### src/design/icache_pkg.sv
package icache_pkg;

    // Cache geometry
    localparam int ADDR_BITS     = 32;
    localparam int WORD_BITS     = 32;
    localparam int NUM_SETS      = 8;
    localparam int NUM_WAYS      = 4;
    localparam int BLOCK_WORDS   = 4;
    localparam int OFFSET_BITS   = 4;
    localparam int SET_BITS      = $clog2(NUM_SETS);
    localparam int WAY_BITS      = $clog2(NUM_WAYS);
    localparam int WORD_OFF_BITS = $clog2(BLOCK_WORDS);
    localparam int TAG_BITS      = ADDR_BITS - SET_BITS - OFFSET_BITS;

    typedef logic [ADDR_BITS-1:0]     addr_t;
    typedef logic [WORD_BITS-1:0]     word_t;
    typedef logic [TAG_BITS-1:0]      tag_t;
    typedef logic [SET_BITS-1:0]      set_idx_t;
    typedef logic [WAY_BITS-1:0]      way_t;
    typedef logic [WORD_OFF_BITS-1:0] word_off_t;
    typedef word_t [BLOCK_WORDS-1:0]  block_t;

    // Position of the final beat of a block
    localparam word_off_t LAST_WORD = word_off_t'(BLOCK_WORDS - 1);

    typedef struct packed {
        logic      valid;
        logic      hit;
        set_idx_t  set;
        way_t      way;
        word_off_t word_off;
        addr_t     addr;
    } lookup_result_t;

    typedef struct packed {
        logic     valid;
        set_idx_t set;
        way_t     way;
        tag_t     tag;
        block_t   block;
    } fill_t;

    typedef enum logic [1:0] {
        IDLE,
        REQUEST,
        COLLECT,
        REPLAY
    } refill_state_t;

    // Address fields
    function automatic tag_t addr_tag(addr_t addr);
        return addr[ADDR_BITS-1 -: TAG_BITS];
    endfunction

    function automatic set_idx_t addr_set(addr_t addr);
        return addr[OFFSET_BITS +: SET_BITS];
    endfunction

    function automatic word_off_t addr_word(addr_t addr);
        return addr[OFFSET_BITS-1 -: WORD_OFF_BITS];
    endfunction

endpackage
### src/design/icache_lookup.sv
module icache_lookup (
    input  logic                       Clk,
    input  logic                       reset,
    input  logic                       read_enable,
    input  icache_pkg::addr_t          read_address,
    input  icache_pkg::fill_t          fill,
    input  logic                       refill_done,
    output logic                       busy,
    output icache_pkg::lookup_result_t result
);

    icache_pkg::tag_t                    tags [icache_pkg::NUM_SETS][icache_pkg::NUM_WAYS];
    logic [icache_pkg::NUM_WAYS-1:0]     valid_bits [icache_pkg::NUM_SETS];
    icache_pkg::way_t                    rr_ptr [icache_pkg::NUM_SETS];

    icache_pkg::tag_t      req_tag;
    icache_pkg::set_idx_t  req_set;
    icache_pkg::word_off_t req_word;
    logic                  accept;
    logic                  hit;
    icache_pkg::way_t      hit_way;
    icache_pkg::way_t      victim;

    assign req_tag  = icache_pkg::addr_tag(read_address);
    assign req_set  = icache_pkg::addr_set(read_address);
    assign req_word = icache_pkg::addr_word(read_address);
    assign accept   = read_enable && !busy;

    // Tag compare, and lowest invalid way else round-robin for the victim
    always_comb begin
        hit     = 1'b0;
        hit_way = '0;
        victim  = rr_ptr[req_set];
        for (int w = icache_pkg::NUM_WAYS - 1; w >= 0; w--) begin
            if (valid_bits[req_set][w] && tags[req_set][w] == req_tag) begin
                hit     = 1'b1;
                hit_way = icache_pkg::way_t'(w);
            end
            if (!valid_bits[req_set][w]) begin
                victim = icache_pkg::way_t'(w);
            end
        end
    end

    always_ff @(posedge Clk) begin
        if (reset) begin
            result.valid <= 1'b0;
            busy         <= 1'b0;
        end else begin
            result.valid <= accept;
            if (accept && !hit) begin
                busy <= 1'b1;
            end else if (refill_done) begin
                busy <= 1'b0;
            end
        end
        if (accept) begin
            result.hit      <= hit;
            result.set      <= req_set;
            result.way      <= hit ? hit_way : victim;
            result.word_off <= req_word;
            result.addr     <= read_address;
        end
    end

    always_ff @(posedge Clk) begin
        if (reset) begin
            for (int s = 0; s < icache_pkg::NUM_SETS; s++) begin
                valid_bits[s] <= '0;
                rr_ptr[s]     <= '0;
            end
        end else if (fill.valid) begin
            valid_bits[fill.set][fill.way] <= 1'b1;
            // Only a replaced valid way moves the pointer on
            if (valid_bits[fill.set][fill.way]) begin
                rr_ptr[fill.set] <= rr_ptr[fill.set] + icache_pkg::way_t'(1);
            end
        end
    end

    always_ff @(posedge Clk) begin
        if (fill.valid) begin
            tags[fill.set][fill.way] <= fill.tag;
        end
    end

    // Fetches stay blocked until the replay of the refill
    a_refill_blocks_fetch: assert property (@(posedge Clk) disable iff (reset)
        (fill.valid || refill_done) |-> busy)
        else $error("refill in progress while fetches were not blocked");

endmodule

### config.mk
export PLATFORM = sky130hd
export DESIGN_NAME = icache_lookup
export DESIGN_NICKNAME = d
export VERILOG_FILES = /design/src/design/icache_pkg.sv /design/src/design/icache_lookup.sv
export SDC_FILE = /design/constraint.sdc
export NUM_CORES = 1
export LEC_CHECK = 0
export BUFFER_PORTS_ARGS = -buffer_cell sky130_fd_sc_hd__buf_2
export CAP_MARGIN = 30
export CORE_MARGIN = 2
export CORE_UTILIZATION = 50
export DETAILED_ROUTE_END_ITERATION = 8
export HOLD_SLACK_MARGIN = 0.08
export PLACE_DENSITY = 0.73
export SYNTH_ARGS = -nofsm -noshare
export SYNTH_HDL_FRONTEND = slang
export SYNTH_SLANG_ARGS = --single-unit
### constraint.sdc
create_clock -name Clk -period 4.1 [get_ports Clk]
set_clock_uncertainty 0.15 [all_clocks]
set_input_delay 0.615 -clock Clk [delete_from_list [all_inputs] [get_ports Clk]]
set_output_delay 0.615 -clock Clk [all_outputs]
set_load 0.005 [all_outputs]
==> impl_metrics.json <==
{
  "outcome": "completed",
  "holdPathStages": 1,
  "fillers": 5172,
  "first_pass_iters": 6,
  "crit_start": "read_address[4]",
  "drt-total-wl_um": 99300,
  "crit_family": "compound AO/OA/AOI/OAI gates",
  "path_buf_inv": 2,
  "finalCritPeriodShare": 0.857,
  "rsz0062_at_grt": "no",
  "cpPeakStageDelay_ns": 0.82,
  "gp_congestion": 0.953,
  "cpMaxStageDelayCell": "nor2b_2",
  "start_util": 0.503,
  "ys_warn_count": 0,
  "synth_area_um2": 35800,
  "regArea_um2": 26200,
  "synth-async-reset-ratio": 0,
  "dpl_worst_slack_ns": 0.00988,
  "ctsHoldBuffers": 4,
  "placedInstanceArea_um2": 38300,
  "power_leakage_nw": 14.0,
  "crit_path_start_kind": "input pin",
  "hold_path_class": "in -> reg",
  "drt_first_iter_violations": 2643,
  "hold-path-endpoint": "result[16]",
  "setup_tns_ns": 0,
  "vias": 19900,
  "die_h_um": 271,
  "ys_seq_elements": 885,
  "powerDensity_nw_per_um2": 477,
  "setup-violations-final": 0,
  "clock-sinks": 885,
  "yosys.area.top_type_share": 0.715,
  "rr_worst_depth": 8,
  "grt_pass1_wl_um": 140000,
  "synth_area_leader_cell": "edfxtp_1",
  "die_area_um2": 73700,
  "cts_setup_buffers": 0,
  "path_max_fanout": 15,
  "final_layout_size_suffix_gt1_frac": 0.264,
  "cts_tree": "built",
  "rows": 98,
  "worstSetupPathType": "in -> reg",
  "r2r-end": "result[35]",
  "worstPathRequired_ns": 4.29,
  "drv_slew": 0,
  "whs_ns": 0.146,
  "period_needed_ns": 3.51,
  "crit_chain": "buf_6 > nor2b_2 > a22oi_1 > and3_1 > o22ai_1 > buf_4 > nor4_1 > and4_1 > a41oi_1 > a21oi_1",
  "syn_nets": 2097,
  "irDropWorstVdd_uv": 363,
  "hpwl_um": 60400,
  "max_cap_viol_count": 0,
  "htree_num_levels": 3,
  "area_growth_pct": 15.6,
  "syn_inst": 1902,
  "crit_arrival_ns": 3.70,
  "ys_seq_area_frac": 0.734,
  "grt_max_degree": 44,
  "grt-ovfl-total": 0,
  "worst_pin_slew_ns": 0.951,
  "syn_area_per_cell_um2": 18.8,
  "layout_setup_ws_ns": 0.588,
  "core_area_um2": 71100,
  "min-delay-start": "read_address[16]",
  "r2r_start": "tags[1][14]",
  "nNetsFinal": 2330,
  "max_slew_margin": 0.363,
  "stdcell_area_um2": 41300,
  "clockRootBuffer": "clkbuf_16",
  "cp_num_cells": 10,
  "track_usage": 0.270,
  "end_kind": "flop",
  "vias_per_cell": 6.30,
  "drc": 0,
  "pin_count": 237,
  "ys_top_cells_by_area": "edfxtp_1 (71%), mux4_2 (7.2%), mux2i_1 (5.9%), dfxtp_1 (1.9%), xor2_1 (1.5%)",
  "port_buffers": 108,
  "chipWidth_um": 271,
  "cts_made_buffers": 88,
  "fmax_ghz": 0.285,
  "routedWlPerCell_um": 31.4,
  "cts_resized": 0,
  "insertion_delay_ns": 0.65,
  "hold_violations": 0,
  "rrSetupSlack_ns": 0.87,
  "clockBufferDepth": 3,
  "ant_nets": 0,
  "path_clk_slew_ns": 0.06,
  "multi_input_area_um2": 9020,
  "synth_edf_count": 851,
  "synthFlopType": "edfxtp_1",
  "first_global_vias": 19500,
  "antenna_found_initial": 5,
  "yosys.cell_types.count": 65
}
-- cells in the final DEF (no fill, tap or decap), types with 6 or more instances in the layout --
cell type	count
nor2_1	91
mux4_2	115
clkinv_2	19
dfxtp_1	34
a221oi_1	19
a22o_1	25
nand3_1	25
a22oi_1	44
o22ai_1	18
nor2b_1	7
buf_4	106
edfxtp_1	851
clkinvlp_4	9
clkbuf_16	89
and2_1	6
clkinv_1	17
bufinv_16	13
xnor2_1	13
or3_1	13
o21bai_1	8
nor3_1	6
a21oi_1	8
a21bo_2	7
buf_2	105
nor2_4	32
mux2i_1	211
nand4_1	22
nor4_1	11
clkbuf_1	6
nand3b_1	14
buf_12	24
and3_1	11
nand2_1	29
xor2_1	61
o211ai_1	7
o21ai_0	13
mux2_2	39
-- where the power goes --
part	total, mW	switching, mW	internal, mW
combinational	1.38	0.875	0.502
sequential	10.1	0.0370	10.0
clock	8.28	3.44	4.84
total	19.7	4.35	15.4
-- flip-flops by register name, indices dropped and copies added, names as in the netlist --
signal      flops
result         36
tags          800
busy            1
rr_ptr         16
valid_bits     32
-- cells by family (layout without fill, tap and decap cells) --
kind of cell / Yosys count / in the layout / synth area share
DFF: 885 / 885 / 0.734
other: 0 / 1 / 0
xor gates and xnor gates: 74 / 74 / 0.0181
AOI/OAI and AO/OA: 168 / 168 / 0.0358
and+or+nand+nor: 303 / 303 / 0.0440
muxes: 370 / 370 / 0.147
buffers and inverters: 102 / 409 / 0.0208
-- synthesized netlist by cell type, types with 6 or more instances --
cell	n
a22oi_1	44
nor4_1	11
nor3_1	6
a21bo_2	7
nand3_1	25
mux2i_1	211
nand4_1	22
nor2_1	124
dfxtp_1	34
o22ai_1	18
xor2_1	61
a221oi_1	19
nand2_1	29
buf_4	25
a22o_1	25
o211ai_1	7
nand3b_1	14
a21oi_1	8
buf_6	24
or3_1	13
edfxtp_1	851
clkbuf_1	21
mux2_2	39
o21bai_1	8
mux4_2	115
o21ai_0	13
and3_1	11
buf_2	22
nor2b_1	9
and2_1	6
xnor2_1	13
-- stage by stage --
stage	utilization	std cells	power [mW]
after global routing	0.581	3159	20.2
after CTS	0.581	3159	19.8
final	0.581	3160	19.7
after global placement	0.539	2991	11.6
after floorplan	-	1902	11.0
after detailed placement	0.539	2991	11.6
-- layout make-up --
type / count / area share
Multi-Input combinational cell: 915 / 0.218
Antenna cell: 1 / 0.0000605
Inverter: 3 / 0.000272
Timing Repair Buffer: 242 / 0.0455
Tap cell: 950 / 0.0288
Clock buffer: 96 / 0.0547
Clock inverter: 68 / 0.0177
Sequential cell: 885 / 0.635
-- per-layer routing --
layer | wire length, um | global-route usage
met1 | 38000 | 0.373
met2 | 46800 | 0.426
met4 | 3840 | 0.104
met5 | 11 | 0
met3 | 10600 | 0.0555
-- worst max path at each step --
| stage | slack, ns | end |
|---|---|---|
| 3_5_place_dp | 0.01 | result[35] |
| 2_1_floorplan | 0.76 | tags[3][0] |
| 5_1_grt | 0.49 | result[35] |
| 4_1_cts | 0.67 | result[35] |
| 6_report | 0.59 | result[35] |
| 3_3_place_gp | 0.05 | result[34] |
(Power assumes the default switching activity.)
