[src/design/icache_pkg.sv]
package icache_pkg;

    // Cache geometry
    localparam int ADDR_BITS     = 32;
    localparam int WORD_BITS     = 32;
    localparam int NUM_SETS      = 8;
    localparam int NUM_WAYS      = 4;
    localparam int BLOCK_WORDS   = 4;
    localparam int OFFSET_BITS   = 4;
    localparam int SET_BITS      = $clog2(NUM_SETS);
    localparam int WAY_BITS      = $clog2(NUM_WAYS);
    localparam int WORD_OFF_BITS = $clog2(BLOCK_WORDS);
    localparam int TAG_BITS      = ADDR_BITS - SET_BITS - OFFSET_BITS;

    typedef logic [ADDR_BITS-1:0]     addr_t;
    typedef logic [WORD_BITS-1:0]     word_t;
    typedef logic [TAG_BITS-1:0]      tag_t;
    typedef logic [SET_BITS-1:0]      set_idx_t;
    typedef logic [WAY_BITS-1:0]      way_t;
    typedef logic [WORD_OFF_BITS-1:0] word_off_t;
    typedef word_t [BLOCK_WORDS-1:0]  block_t;

    // Position of the final beat of a block
    localparam word_off_t LAST_WORD = word_off_t'(BLOCK_WORDS - 1);

    typedef struct packed {
        logic      valid;
        logic      hit;
        set_idx_t  set;
        way_t      way;
        word_off_t word_off;
        addr_t     addr;
    } lookup_result_t;

    typedef struct packed {
        logic     valid;
        set_idx_t set;
        way_t     way;
        tag_t     tag;
        block_t   block;
    } fill_t;

    typedef enum logic [1:0] {
        IDLE,
        REQUEST,
        COLLECT,
        REPLAY
    } refill_state_t;

    // Address fields
    function automatic tag_t addr_tag(addr_t addr);
        return addr[ADDR_BITS-1 -: TAG_BITS];
    endfunction

    function automatic set_idx_t addr_set(addr_t addr);
        return addr[OFFSET_BITS +: SET_BITS];
    endfunction

    function automatic word_off_t addr_word(addr_t addr);
        return addr[OFFSET_BITS-1 -: WORD_OFF_BITS];
    endfunction

endpackage
[src/design/icache_refill.sv]
module icache_refill (
    input  logic                       Clk,
    input  logic                       reset,
    input  icache_pkg::lookup_result_t result,
    output icache_pkg::addr_t          mem_read_address,
    output logic                       mem_read_request,
    input  icache_pkg::word_t          mem_data_in,
    input  logic                       mem_data_ready,
    output icache_pkg::fill_t          fill,
    output icache_pkg::lookup_result_t replay,
    output logic                       refill_done
);

    icache_pkg::refill_state_t  state;
    icache_pkg::lookup_result_t miss_q;
    icache_pkg::block_t         buffer;
    icache_pkg::word_off_t      beat_cnt;

    logic start;
    logic collecting;
    logic beat;
    logic last_beat;

    assign start      = (state == icache_pkg::IDLE) && result.valid && !result.hit;
    assign collecting = (state == icache_pkg::REQUEST) || (state == icache_pkg::COLLECT);
    assign beat       = collecting && mem_data_ready;
    assign last_beat  = beat && (beat_cnt == icache_pkg::LAST_WORD);

    always_ff @(posedge Clk) begin
        if (reset) begin
            state            <= icache_pkg::IDLE;
            mem_read_request <= 1'b0;
            beat_cnt         <= '0;
        end else begin
            case (state)
                icache_pkg::IDLE: begin
                    if (start) begin
                        state            <= icache_pkg::REQUEST;
                        mem_read_request <= 1'b1;
                        beat_cnt         <= '0;
                    end
                end
                icache_pkg::REQUEST, icache_pkg::COLLECT: begin
                    if (beat) begin
                        beat_cnt <= beat_cnt + icache_pkg::word_off_t'(1);
                        if (last_beat) begin
                            state            <= icache_pkg::REPLAY;
                            mem_read_request <= 1'b0;
                        end else begin
                            state <= icache_pkg::COLLECT;
                        end
                    end
                end
                icache_pkg::REPLAY: begin
                    state <= icache_pkg::IDLE;
                end
                default: state <= icache_pkg::IDLE;
            endcase
        end
    end

    always_ff @(posedge Clk) begin
        if (start) begin
            miss_q           <= result;
            mem_read_address <= {result.addr[icache_pkg::ADDR_BITS-1:icache_pkg::OFFSET_BITS],
                                 {icache_pkg::OFFSET_BITS{1'b0}}};
        end
        if (beat) begin
            buffer[beat_cnt] <= mem_data_in;
        end
    end

    // Last word goes straight from the bus into the arrays
    always_comb begin
        fill.valid  = last_beat;
        fill.set    = miss_q.set;
        fill.way    = miss_q.way;
        fill.tag    = icache_pkg::addr_tag(miss_q.addr);
        fill.block  = buffer;
        fill.block[icache_pkg::LAST_WORD] = mem_data_in;
    end

    always_comb begin
        replay       = miss_q;
        replay.valid = (state == icache_pkg::REPLAY);
        replay.hit   = 1'b1;
    end

    assign refill_done = (state == icache_pkg::REPLAY);

    a_addr_stable: assert property (@(posedge Clk) disable iff (reset)
        mem_read_request |=> !mem_read_request || $stable(mem_read_address))
        else $error("memory request address changed during refill");

endmodule

[config.mk]
export PLATFORM = sky130hd
export DESIGN_NAME = icache_refill
export DESIGN_NICKNAME = d
export VERILOG_FILES = /design/src/design/icache_pkg.sv /design/src/design/icache_refill.sv
export SDC_FILE = /design/constraint.sdc
export NUM_CORES = 1
export LEC_CHECK = 0
export BUFFER_PORTS_ARGS = -buffer_cell sky130_fd_sc_hd__buf_4
export CORE_AREA = 3 3 121 123
export CTS_BUF_LIST = sky130_fd_sc_hd__clkbuf_8 sky130_fd_sc_hd__clkbuf_16
export CTS_CLUSTER_DIAMETER = 200
export DETAILED_ROUTE_END_ITERATION = 7
export DIE_AREA = 0 0 124 126
export HOLD_SLACK_MARGIN = 0.08
export PLACE_DENSITY = 0.72
export SYNTH_ARGS = -nofsm -noshare
export SYNTH_HDL_FRONTEND = slang
export SYNTH_SLANG_ARGS = --single-unit
[constraint.sdc]
create_clock -name Clk -period 3.63 [get_ports Clk]
set_input_delay 0.726 -clock Clk [delete_from_list [all_inputs] [get_ports Clk]]
set_output_delay 0.726 -clock Clk [all_outputs]
set_load 0.01 [all_outputs]
==> results.json, run 1 <==
{
  "postLayoutCellArea_um2": 7523,
  "num_antenna_cells": 0,
  "p_sw_frac": 0.2568,
  "synth_cells": 279,
  "mostFrequentLayoutCells": "buf_4 (304), edfxtp_1 (135), clkbuf_16 (17)",
  "finalMaxSlewViolations": 0,
  "utilization": 0.5462,
  "switchingPower_mw": 1.128,
  "layout_commonest_cell": "buf_4",
  "fp.dieW_um": 124,
  "hold_viol": 0,
  "rows": 43,
  "route.top_layer_used": "met5",
  "root_buffer": "clkbuf_16",
  "drt-met1-wl_um": 4359,
  "route.met3.wl_um": 1301,
  "drv_cap": 0,
  "worstPathArrival_ns": 1.67,
  "vias_per_cell": 4.349,
  "path_class": "register to output port",
  "grt_pass1_vias": 3106,
  "drtIter0Drc": 169,
  "postRouteAntennaNets": 0,
  "cts_num_sinks": 140,
  "yosys_warnings": 0,
  "design.core.area_um2": 13770,
  "postSynthAreaPerCell_um2": 18.58,
  "setup_viol": 0,
  "power.density_nw_per_um2": 584.0,
  "vias": 3040,
  "hold_class": "primary input to register",
  "yosysUniqueCellTypes": 24,
  "slew_headroom": 0.2805,
  "drive_above_1_share": 0.6590,
  "ios": 310,
  "io_buffers": 304,
  "fin_ws_ns": 1.232,
  "final.min_clock_period_ns": 2.398,
  "drc": 0,
  "die_h_um": 126,
  "p_comb_frac": 0.173,
  "yosys.area.top_type": "edfxtp_1",
  "cts_resized": 0,
  "endpoint": "fill[158]",
  "power.share.clock": 0.362,
  "seq_power_share": 0.466,
  "required_ns": 2.90,
  "setup_tns_ns": 0,
  "ff2ff_path_depth": 4,
  "antenna_found_initial": 1,
  "ys_top_cells_by_area": "edfxtp_1 (78%), buf_4 (14%), dfxtp_1 (1.9%)",
  "synth.top_cell.area_share": 0.7822,
  "grt_overflow": 0,
  "dieArea_um2": 15620,
  "cts_buffer_depth": 2,
  "post_drt_wl_per_cell_um": 18.28,
  "nNetsFinal": 588,
  "gp_congestion": 0.8474,
  "fmax_ghz": 0.4171,
  "max-vdd-ir-drop_mv": 0.3596,
  "ys_seq_area_frac": 0.8015,
  "finalCritPeriodShare": 0.6605,
  "clkLatencyLatePin_ns": 0.40,
  "start_kind": "register",
  "cts_max_level": 4,
  "hold_ws_ns": 0.4936,
  "cellLeakagePower_nw": 3.155,
  "tritoncts": "built",
  "dp_cells": 667,
  "dpl-instance-area_um2": 6974,
  "p_int_mw": 3.265,
  "r2r_end": "replay[2]",
  "grt_usage": 0.1589,
  "syn_to_final_growth_pct": 45.17,
  "power.total_mw": 4.394,
  "path_clk_slew_ns": 0.06,
  "endpoint_kind": "output port",
  "grt_start_max_net_pins": 40,
  "status": "complete, no violations",
  "finalNonFillerCells": 699,
  "cts_hold_buffers": 0,
  "ys_seq_elements": 140,
  "worstMarginPinSlew_ns": 1.077,
  "firstDrtPassIters": 4,
  "routed_wl_um": 12780,
  "grt_pass1_wl_um": 17800,
  "worstPathMaxFanout": 8,
  "wl_met2_um": 6958,
  "finalClockSkew_ns": 0.009587,
  "r2r_slack_ns": 1.46,
  "rsz0062_at_grt": "false",
  "post-dp-hpwl_um": 9665,
  "netlist_area_um2": 5182,
  "crit_start": "state[0]",
  "worst_r2r_startpoint": "state[0]",
  "dp_slack_ns": 1.383,
  "cts_buffers": 17,
  "post_cts_buffers": 0,
  "hp-start": "result[4]",
  "start_util": 0.3763
}
[layout make-up]
type                    count  area [µm²]
fillers                  1115        6250
flip-flops and latches    140        4154
repair buffers            304        2282
clock buffers              17       425.4
multi-input cells          36       286.5
well taps                 180       225.2
clock inverters            15       123.9
inverters                   7       26.28
[routing by layer]
metal | vias to the layer above | GRT usage
li1 | 1366 | -
met1 | 1449 | 0.1649
met2 | 209 | 0.2841
met3 | 14 | 0.06376
met4 | 2 | 0.05992
met5 | - | 0
[power by group through the flow]
stage          registers, mW  logic, mW  clock network, mW
2_1_floorplan           2.13      0.338                  0
3_3_place_gp            2.07      0.745                  0
3_5_place_dp            2.08      0.769                  0
4_1_cts                 2.05      0.769               1.62
5_1_grt                 2.06      0.817               1.70
6_report                2.05      0.759               1.59
[worst min-delay path by stage]
stage               depth (start not counted)  slack, ns         to
floorplan                                   2       0.45   state[1]
global placement                            2       0.47   state[1]
detailed placement                          2       0.51   state[1]
CTS                                         1       0.47  replay[3]
global route                                1       0.46  replay[3]
finish                                      1       0.49  replay[4]
[cell usage after synthesis]
library cell / number
o32ai_1: 1
nand2b_4: 1
o21ai_0: 1
buf_2: 1
mux2i_1: 1
a31oi_1: 1
a2111oi_2: 1
ha_1: 6
a211oi_1: 4
inv_1: 7
and2b_2: 1
dfxtp_1: 5
edfxtp_1: 135
o211a_1: 1
buf_4: 97
and3_1: 3
a21o_2: 1
nand2_1: 1
a32o_1: 1
nor2_1: 3
a21oi_1: 3
nand2b_1: 1
conb_1: 2
clkbuf_2: 1
[sequential cells by signal, indices dropped and copies added (netlist names)]
| signal | cells |
|---|---|
| fill | 126 |
| replay | 9 |
| beat_cnt | 2 |
| state | 2 |
| mem_read_request | 1 |
[critical path, cell delays in order (launching register included)]
cell and delay, ns:
dfxtp_1 0.38, inv_1 0.08, ha_1 0.42, nand2_1 0.14, nor2_1 0.12, buf_4 0.13
[kinds of logic (layout without fill, tap and decap cells)]
group | Yosys count | count (layout) | synth area share
compound gates | 14 | 14 | 0.02100
fa+ha+maj | 6 | 6 | 0.01449
buf+inv | 106 | 343 | 0.1475
flops | 140 | 140 | 0.8015
mux | 1 | 1 | 0.001932
other cells | 2 | 5 | 0.001449
simple gates | 10 | 10 | 0.01207
Power figures use the tool's default switching activity.
==> run 2: changes to the inputs <==
- ABC_AREA: unset -> 1
- CORE_AREA: 3 3 121 123 -> unset
- CORE_ASPECT_RATIO: unset -> 1.1
- CORE_MARGIN: unset -> 3
- CORE_UTILIZATION: unset -> 39
- DIE_AREA: 0 0 124 126 -> unset
- PLACE_DENSITY: 0.72 -> 0.77
- clock period: 3.63 -> 1.95 ns (I/O delays scaled with it)
==> results.json, run 2 <==
{
  "design.core.area_um2": 12800,
  "netlist_area_um2": 5181,
  "cellLeakagePower_nw": 3.261,
  "required_ns": 1.56,
  "synth_edf_count": 135,
  "dieArea_um2": 14710,
  "post_drt_wl_per_cell_um": 18.57,
  "register_area_um2": 4155,
  "gr-usage-met3": 0.09160,
  "fp.dieW_um": 115.9,
  "grt_overflow": 0,
  "cpMaxStageDelayCell": "dfxtp_2",
  "rows": 43,
  "root_buffer": "clkbuf_16",
  "synthTopCellsByCount": "edfxtp_1 (135), buf_4 (97), inv_1 (12)",
  "hold_viol": 0,
  "final.min_clock_period_ns": 1.838,
  "dpl-instance-area_um2": 7101,
  "synth.top_cell.area_share": 0.7824,
  "rsz0062_at_grt": "false",
  "drive_above_1_share": 0.6580,
  "critPathTopFamily": "flip-flops",
  "die_h_um": 126.9,
  "finalMaxSlewViolations": 0,
  "ios": 310,
  "mostFrequentLayoutCells": "buf_4 (305), edfxtp_1 (135), clkbuf_16 (17)",
  "status": "complete, no violations",
  "grt_pass1_wl_um": 18440,
  "ys_seq_elements": 140,
  "critPathBufInv": 3,
  "max-vdd-ir-drop_mv": 0.6379,
  "fmax_ghz": 0.5440,
  "fill_cells": 991,
  "yosys.area.top_type": "edfxtp_1",
  "ys_top_cells_by_area": "edfxtp_1 (78%), buf_4 (14%), dfxtp_1 (1.9%)",
  "yosys_warnings": 0,
  "crit_top_cell": "inv_1",
  "vias_per_cell": 4.436,
  "finalCritPeriodShare": 0.9426,
  "layout_commonest_cell": "buf_4",
  "drtIter0Drc": 177,
  "syn_to_final_growth_pct": 48.95,
  "io_buffers": 304,
  "postLayoutCellArea_um2": 7717,
  "finalClockSkew_ns": 0.005772,
  "start_util": 0.4046,
  "cts_buffer_depth": 2,
  "grt_usage": 0.1742,
  "endpoint_kind": "output port",
  "gp_congestion": 0.9045,
  "grt_start_max_net_pins": 40,
  "drc": 0,
  "utilization": 0.6027,
  "power.total_mw": 8.041,
  "power.density_nw_per_um2": 1042,
  "worstPathArrival_ns": 1.45,
  "hold_class": "primary input to register",
  "synth_ff_type": "edfxtp_1",
  "vias": 3096,
  "grt_pass1_vias": 3258,
  "multi_input_area_um2": 305.3,
  "path_clk_slew_ns": 0.06,
  "synthArstFlopShare": 0,
  "use_met2": 0.3004,
  "nNetsFinal": 610,
  "post-dp-hpwl_um": 9858,
  "antenna_found_initial": 2,
  "postSynthAreaPerCell_um2": 17.74,
  "firstDrtPassIters": 4,
  "ys_seq_area_frac": 0.8017,
  "worstPathMaxFanout": 4,
  "cts_num_sinks": 140,
  "drv_cap": 0,
  "path_class": "register to output port",
  "yosysUniqueCellTypes": 17,
  "routed_wl_um": 12960,
  "largest_reg_flops": 126,
  "cts_buffers": 17,
  "start_kind": "register",
  "setup_viol": 0,
  "tritoncts": "built",
  "slowest_delay_ns": 0.35,
  "cts_max_level": 4,
  "synth_most_common_cell": "edfxtp_1",
  "postRouteAntennaNets": 0,
  "num_antenna_cells": 0,
  "synth_cells": 292,
  "post_cts_buffers": 0,
  "crit_chain": "inv_1 > ha_4 > nand3_2 > inv_1 > buf_4",
  "top_usage_layer": "met2",
  "grtUsageMet1": 0.1788,
  "hold_ws_ns": 0.1550,
  "clkLatencyLatePin_ns": 0.41
}
## run 2: changes by cell type after synthesis, moves of 2 or more
| cell | previous run | this run |
|---|---|---|
| nand2_2 | 0 | 3 |
| inv_2 | 0 | 2 |
| nor2_1 | 3 | 8 |
| and3_1 | 3 | 0 |
| nand3_1 | 0 | 4 |
| a211oi_1 | 4 | 0 |
| inv_1 | 7 | 12 |
| nand2_1 | 1 | 11 |
## run 2: worst paths after layout
| kind | start | to | slack, ns | cells past startpoint |
|---|---|---|---|---|
| min | reset | state[1] | 0.16 | 2 |
| max | state[1] | fill[158] | 0.11 | 5 |
| min reg2reg | state[1] | state[1] | 0.48 | 2 |
| max reg2reg | state[1] | fill[16] | 0.21 | 5 |
## run 2: worst register-to-register path, stage by stage, from the launching register on
cell and delay, ns:
dfxtp_2 0.35, inv_1 0.09, ha_4 0.30, nand2_1 0.22, nor2_4 0.20, buf_4 0.26
## run 2: what timing repair did
item	CTS	global route
setup endpoints to repair	1	1
resized for setup	2	1
pin swaps	0	0
hold buffers	0	0
## run 2: area by class of cell
class,count,area share
inverter,14,0.006809
clock buffer,17,0.05512
tap,157,0.02545
timing repair buffer,311,0.3123
sequential,140,0.5384
clock inverter,15,0.02237
multi-input combinational,44,0.03956
## run 2: kinds of logic after synthesis
kind of cell             synth area share
AO/OA/AOI/OAI                    0.008693
adder cells (fa/ha/maj)           0.01449
buffers and inverters              0.1507
flip-flops                         0.8017
other                            0.001449
AND/OR/NAND/NOR                   0.02294
## run 2: routing by layer
layer  part of all wire  wire length [µm]
met1               0.34              4416
met2               0.53              6933
met5             0.0023                30
met3               0.11              1396
met4              0.014               187
## run 2: stage by stage
stage	worst slack (ns)	setup TNS, ns	std cells
floorplan	-0.1828	-17.55	295
global placement	0.2397	0	666
detailed placement	0.1141	0	666
CTS	0.04146	0	698
global route	0.01423	0	698
finish	0.1119	0	698
## run 2: where the power goes
| part | leakage (nW) | switching (mW) | internal (mW) |
|---|---|---|---|
| registers | 1.27 | 0.0955 | 3.56 |
| logic | 1.71 | 0.610 | 0.579 |
| clock network | 0.281 | 1.19 | 2.01 |
==> run 3: changes to the inputs <==
- GPL_TIMING_DRIVEN: unset -> 0
==> results.json, run 3 (synthesis gave the netlist of run 2 again) <==
{
  "tritoncts": "built",
  "power.share.clock": 0.403,
  "cts_buffers": 17,
  "root_buffer": "clkbuf_16",
  "ios": 310,
  "wl_met2_um": 7460,
  "nNetsFinal": 709,
  "power.density_nw_per_um2": 997.0,
  "grt_start_max_net_pins": 40,
  "path_clk_slew_ns": 0.06,
  "firstDrtPassIters": 6,
  "cts_num_sinks": 140,
  "io_buffers": 304,
  "slowest_delay_ns": 0.35,
  "utilization": 0.6666,
  "finalMaxSlewViolations": 0,
  "max-vdd-ir-drop_mv": 0.6912,
  "cellLeakagePower_nw": 3.780,
  "hold_ws_ns": 0.1450,
  "dieArea_um2": 14710,
  "seq_power_share": 0.429,
  "antenna_found_initial": 2,
  "fill_cells": 941,
  "grt_pass1_vias": 3710,
  "routed_wl_um": 14000,
  "rows": 43,
  "finalNonFillerCells": 797,
  "num_antenna_cells": 0,
  "fmax_ghz": 0.5386,
  "postLayoutCellArea_um2": 8536,
  "post_drt_wl_per_cell_um": 17.57,
  "p_comb_frac": 0.169,
  "required_ns": 1.56,
  "crit_chain": "inv_1 > ha_4 > nand3_4 > inv_1 > buf_4 > buf_4",
  "cts_hold_buffers": 0,
  "p_sw_frac": 0.2385,
  "switchingPower_mw": 2.029,
  "drt-met1-wl_um": 4529,
  "final.min_clock_period_ns": 1.857,
  "start_util": 0.4046,
  "worstPathArrival_ns": 1.47,
  "worstMarginPinSlew_ns": 0.6326,
  "p_int_mw": 6.481,
  "dpl-instance-area_um2": 7784,
  "post-dp-hpwl_um": 10570,
  "status": "complete, no violations",
  "cts_buffer_depth": 2,
  "setup_viol": 0,
  "gp_congestion": 0.8627,
  "route.met3.wl_um": 1540,
  "drc": 0,
  "drv_cap": 0,
  "setup_tns_ns": 0,
  "dp_cells": 759,
  "vias": 3480,
  "drtIter0Drc": 73,
  "grt_pass1_wl_um": 19690,
  "finalCritPeriodShare": 0.9522,
  "route.top_layer_used": "met5",
  "cpMaxStageDelayCell": "dfxtp_2",
  "finalClockSkew_ns": 0.009852,
  "grt_overflow": 0,
  "cts_max_level": 4,
  "start_kind": "register",
  "postRouteAntennaNets": 0,
  "path_class": "register to output port",
  "mostFrequentLayoutCells": "buf_4 (403), edfxtp_1 (135), clkbuf_16 (17)",
  "endpoint_kind": "output port",
  "layout_commonest_cell": "buf_4",
  "die_h_um": 126.9,
  "drive_above_1_share": 0.7141,
  "largest_reg_flops": 126,
  "design.core.area_um2": 12800,
  "syn_to_final_growth_pct": 64.74,
  "grt_usage": 0.1836,
  "slew_headroom": 0.5772,
  "clkLatencyLatePin_ns": 0.41,
  "fp.dieW_um": 115.9,
  "worstPathMaxFanout": 3,
  "rsz0062_at_grt": "false",
  "hold_class": "primary input to register",
  "hold_viol": 0,
  "critPathBufInv": 4,
  "critPathTopFamily": "flip-flops",
  "vias_per_cell": 4.366
}
==> run 3: cell types whose count changed in the layout (fill, tap and decap cells not counted), moves of 2 or more <==
cell / delta
buf_4: +98
inv_8: +2
buf_16: +3
buf_12: -3
clkinv_4: +3
clkinvlp_4: -4
==> run 3: metal layers <==
| metal | vias to the layer above | global-route usage |
|---|---|---|
| li1 | 1595 | - |
| met1 | 1631 | 0.1739 |
| met2 | 216 | 0.3244 |
| met3 | 34 | 0.09303 |
| met4 | 4 | 0.08601 |
| met5 | - | 0 |
==> run 3: worst paths after layout <==
kind / from / endpoint / slack, ns / cells after the start
max: state[1] / fill[158] / 0.09 / 6
min: reset / state[1] / 0.14 / 2
max reg2reg: state[1] / fill[73] / 0.14 / 6
min reg2reg: state[1] / state[1] / 0.47 / 2
==> run 3: cell type report <==
| class | instances | area [µm²] | share of cell area |
|---|---|---|---|
| Buffer | 97 | 728.2 | 0.08531 |
| Clock buffer | 17 | 425.4 | 0.04984 |
| Clock inverter | 15 | 212.7 | 0.02492 |
| Inverter | 14 | 52.55 | 0.006157 |
| Multi-Input combinational cell | 45 | 324.1 | 0.03797 |
| Sequential cell | 140 | 4156 | 0.4870 |
| Tap cell | 157 | 196.4 | 0.02301 |
| Timing Repair Buffer | 312 | 2440 | 0.2858 |
==> run 3: stage by stage <==
step / power [mW] / setup slack (ns)
CTS: 8.574 / 0.001406
floorplan: 4.303 / -0.1828
global placement: 4.991 / -0.9411
detailed placement: 5.073 / -0.1670
finish: 8.510 / 0.09325
global route: 8.855 / 0.01447
==> run 3: power by group through the flow <==
stage	sequential (mW)	clock (mW)	combinational (mW)
CTS	3.65	3.50	1.42
detailed placement	3.71	0	1.36
floorplan	3.79	0	0.515
finish	3.65	3.43	1.44
global route	3.67	3.64	1.54
global placement	3.71	0	1.28
==> run 3: worst register-to-register path: stages, from the launching register on <==
cell,delay (ns)
dfxtp_2,0.35
inv_1,0.07
ha_4,0.28
buf_4,0.12
nand2_1,0.21
nor2_4,0.28
buf_16,0.20
==> run 3: repair_timing <==
action,CTS,global route
gates cloned,0,1
pin swaps,3,1
setup buffers,4,1
gates resized for setup,4,2
setup endpoints to repair,111,40
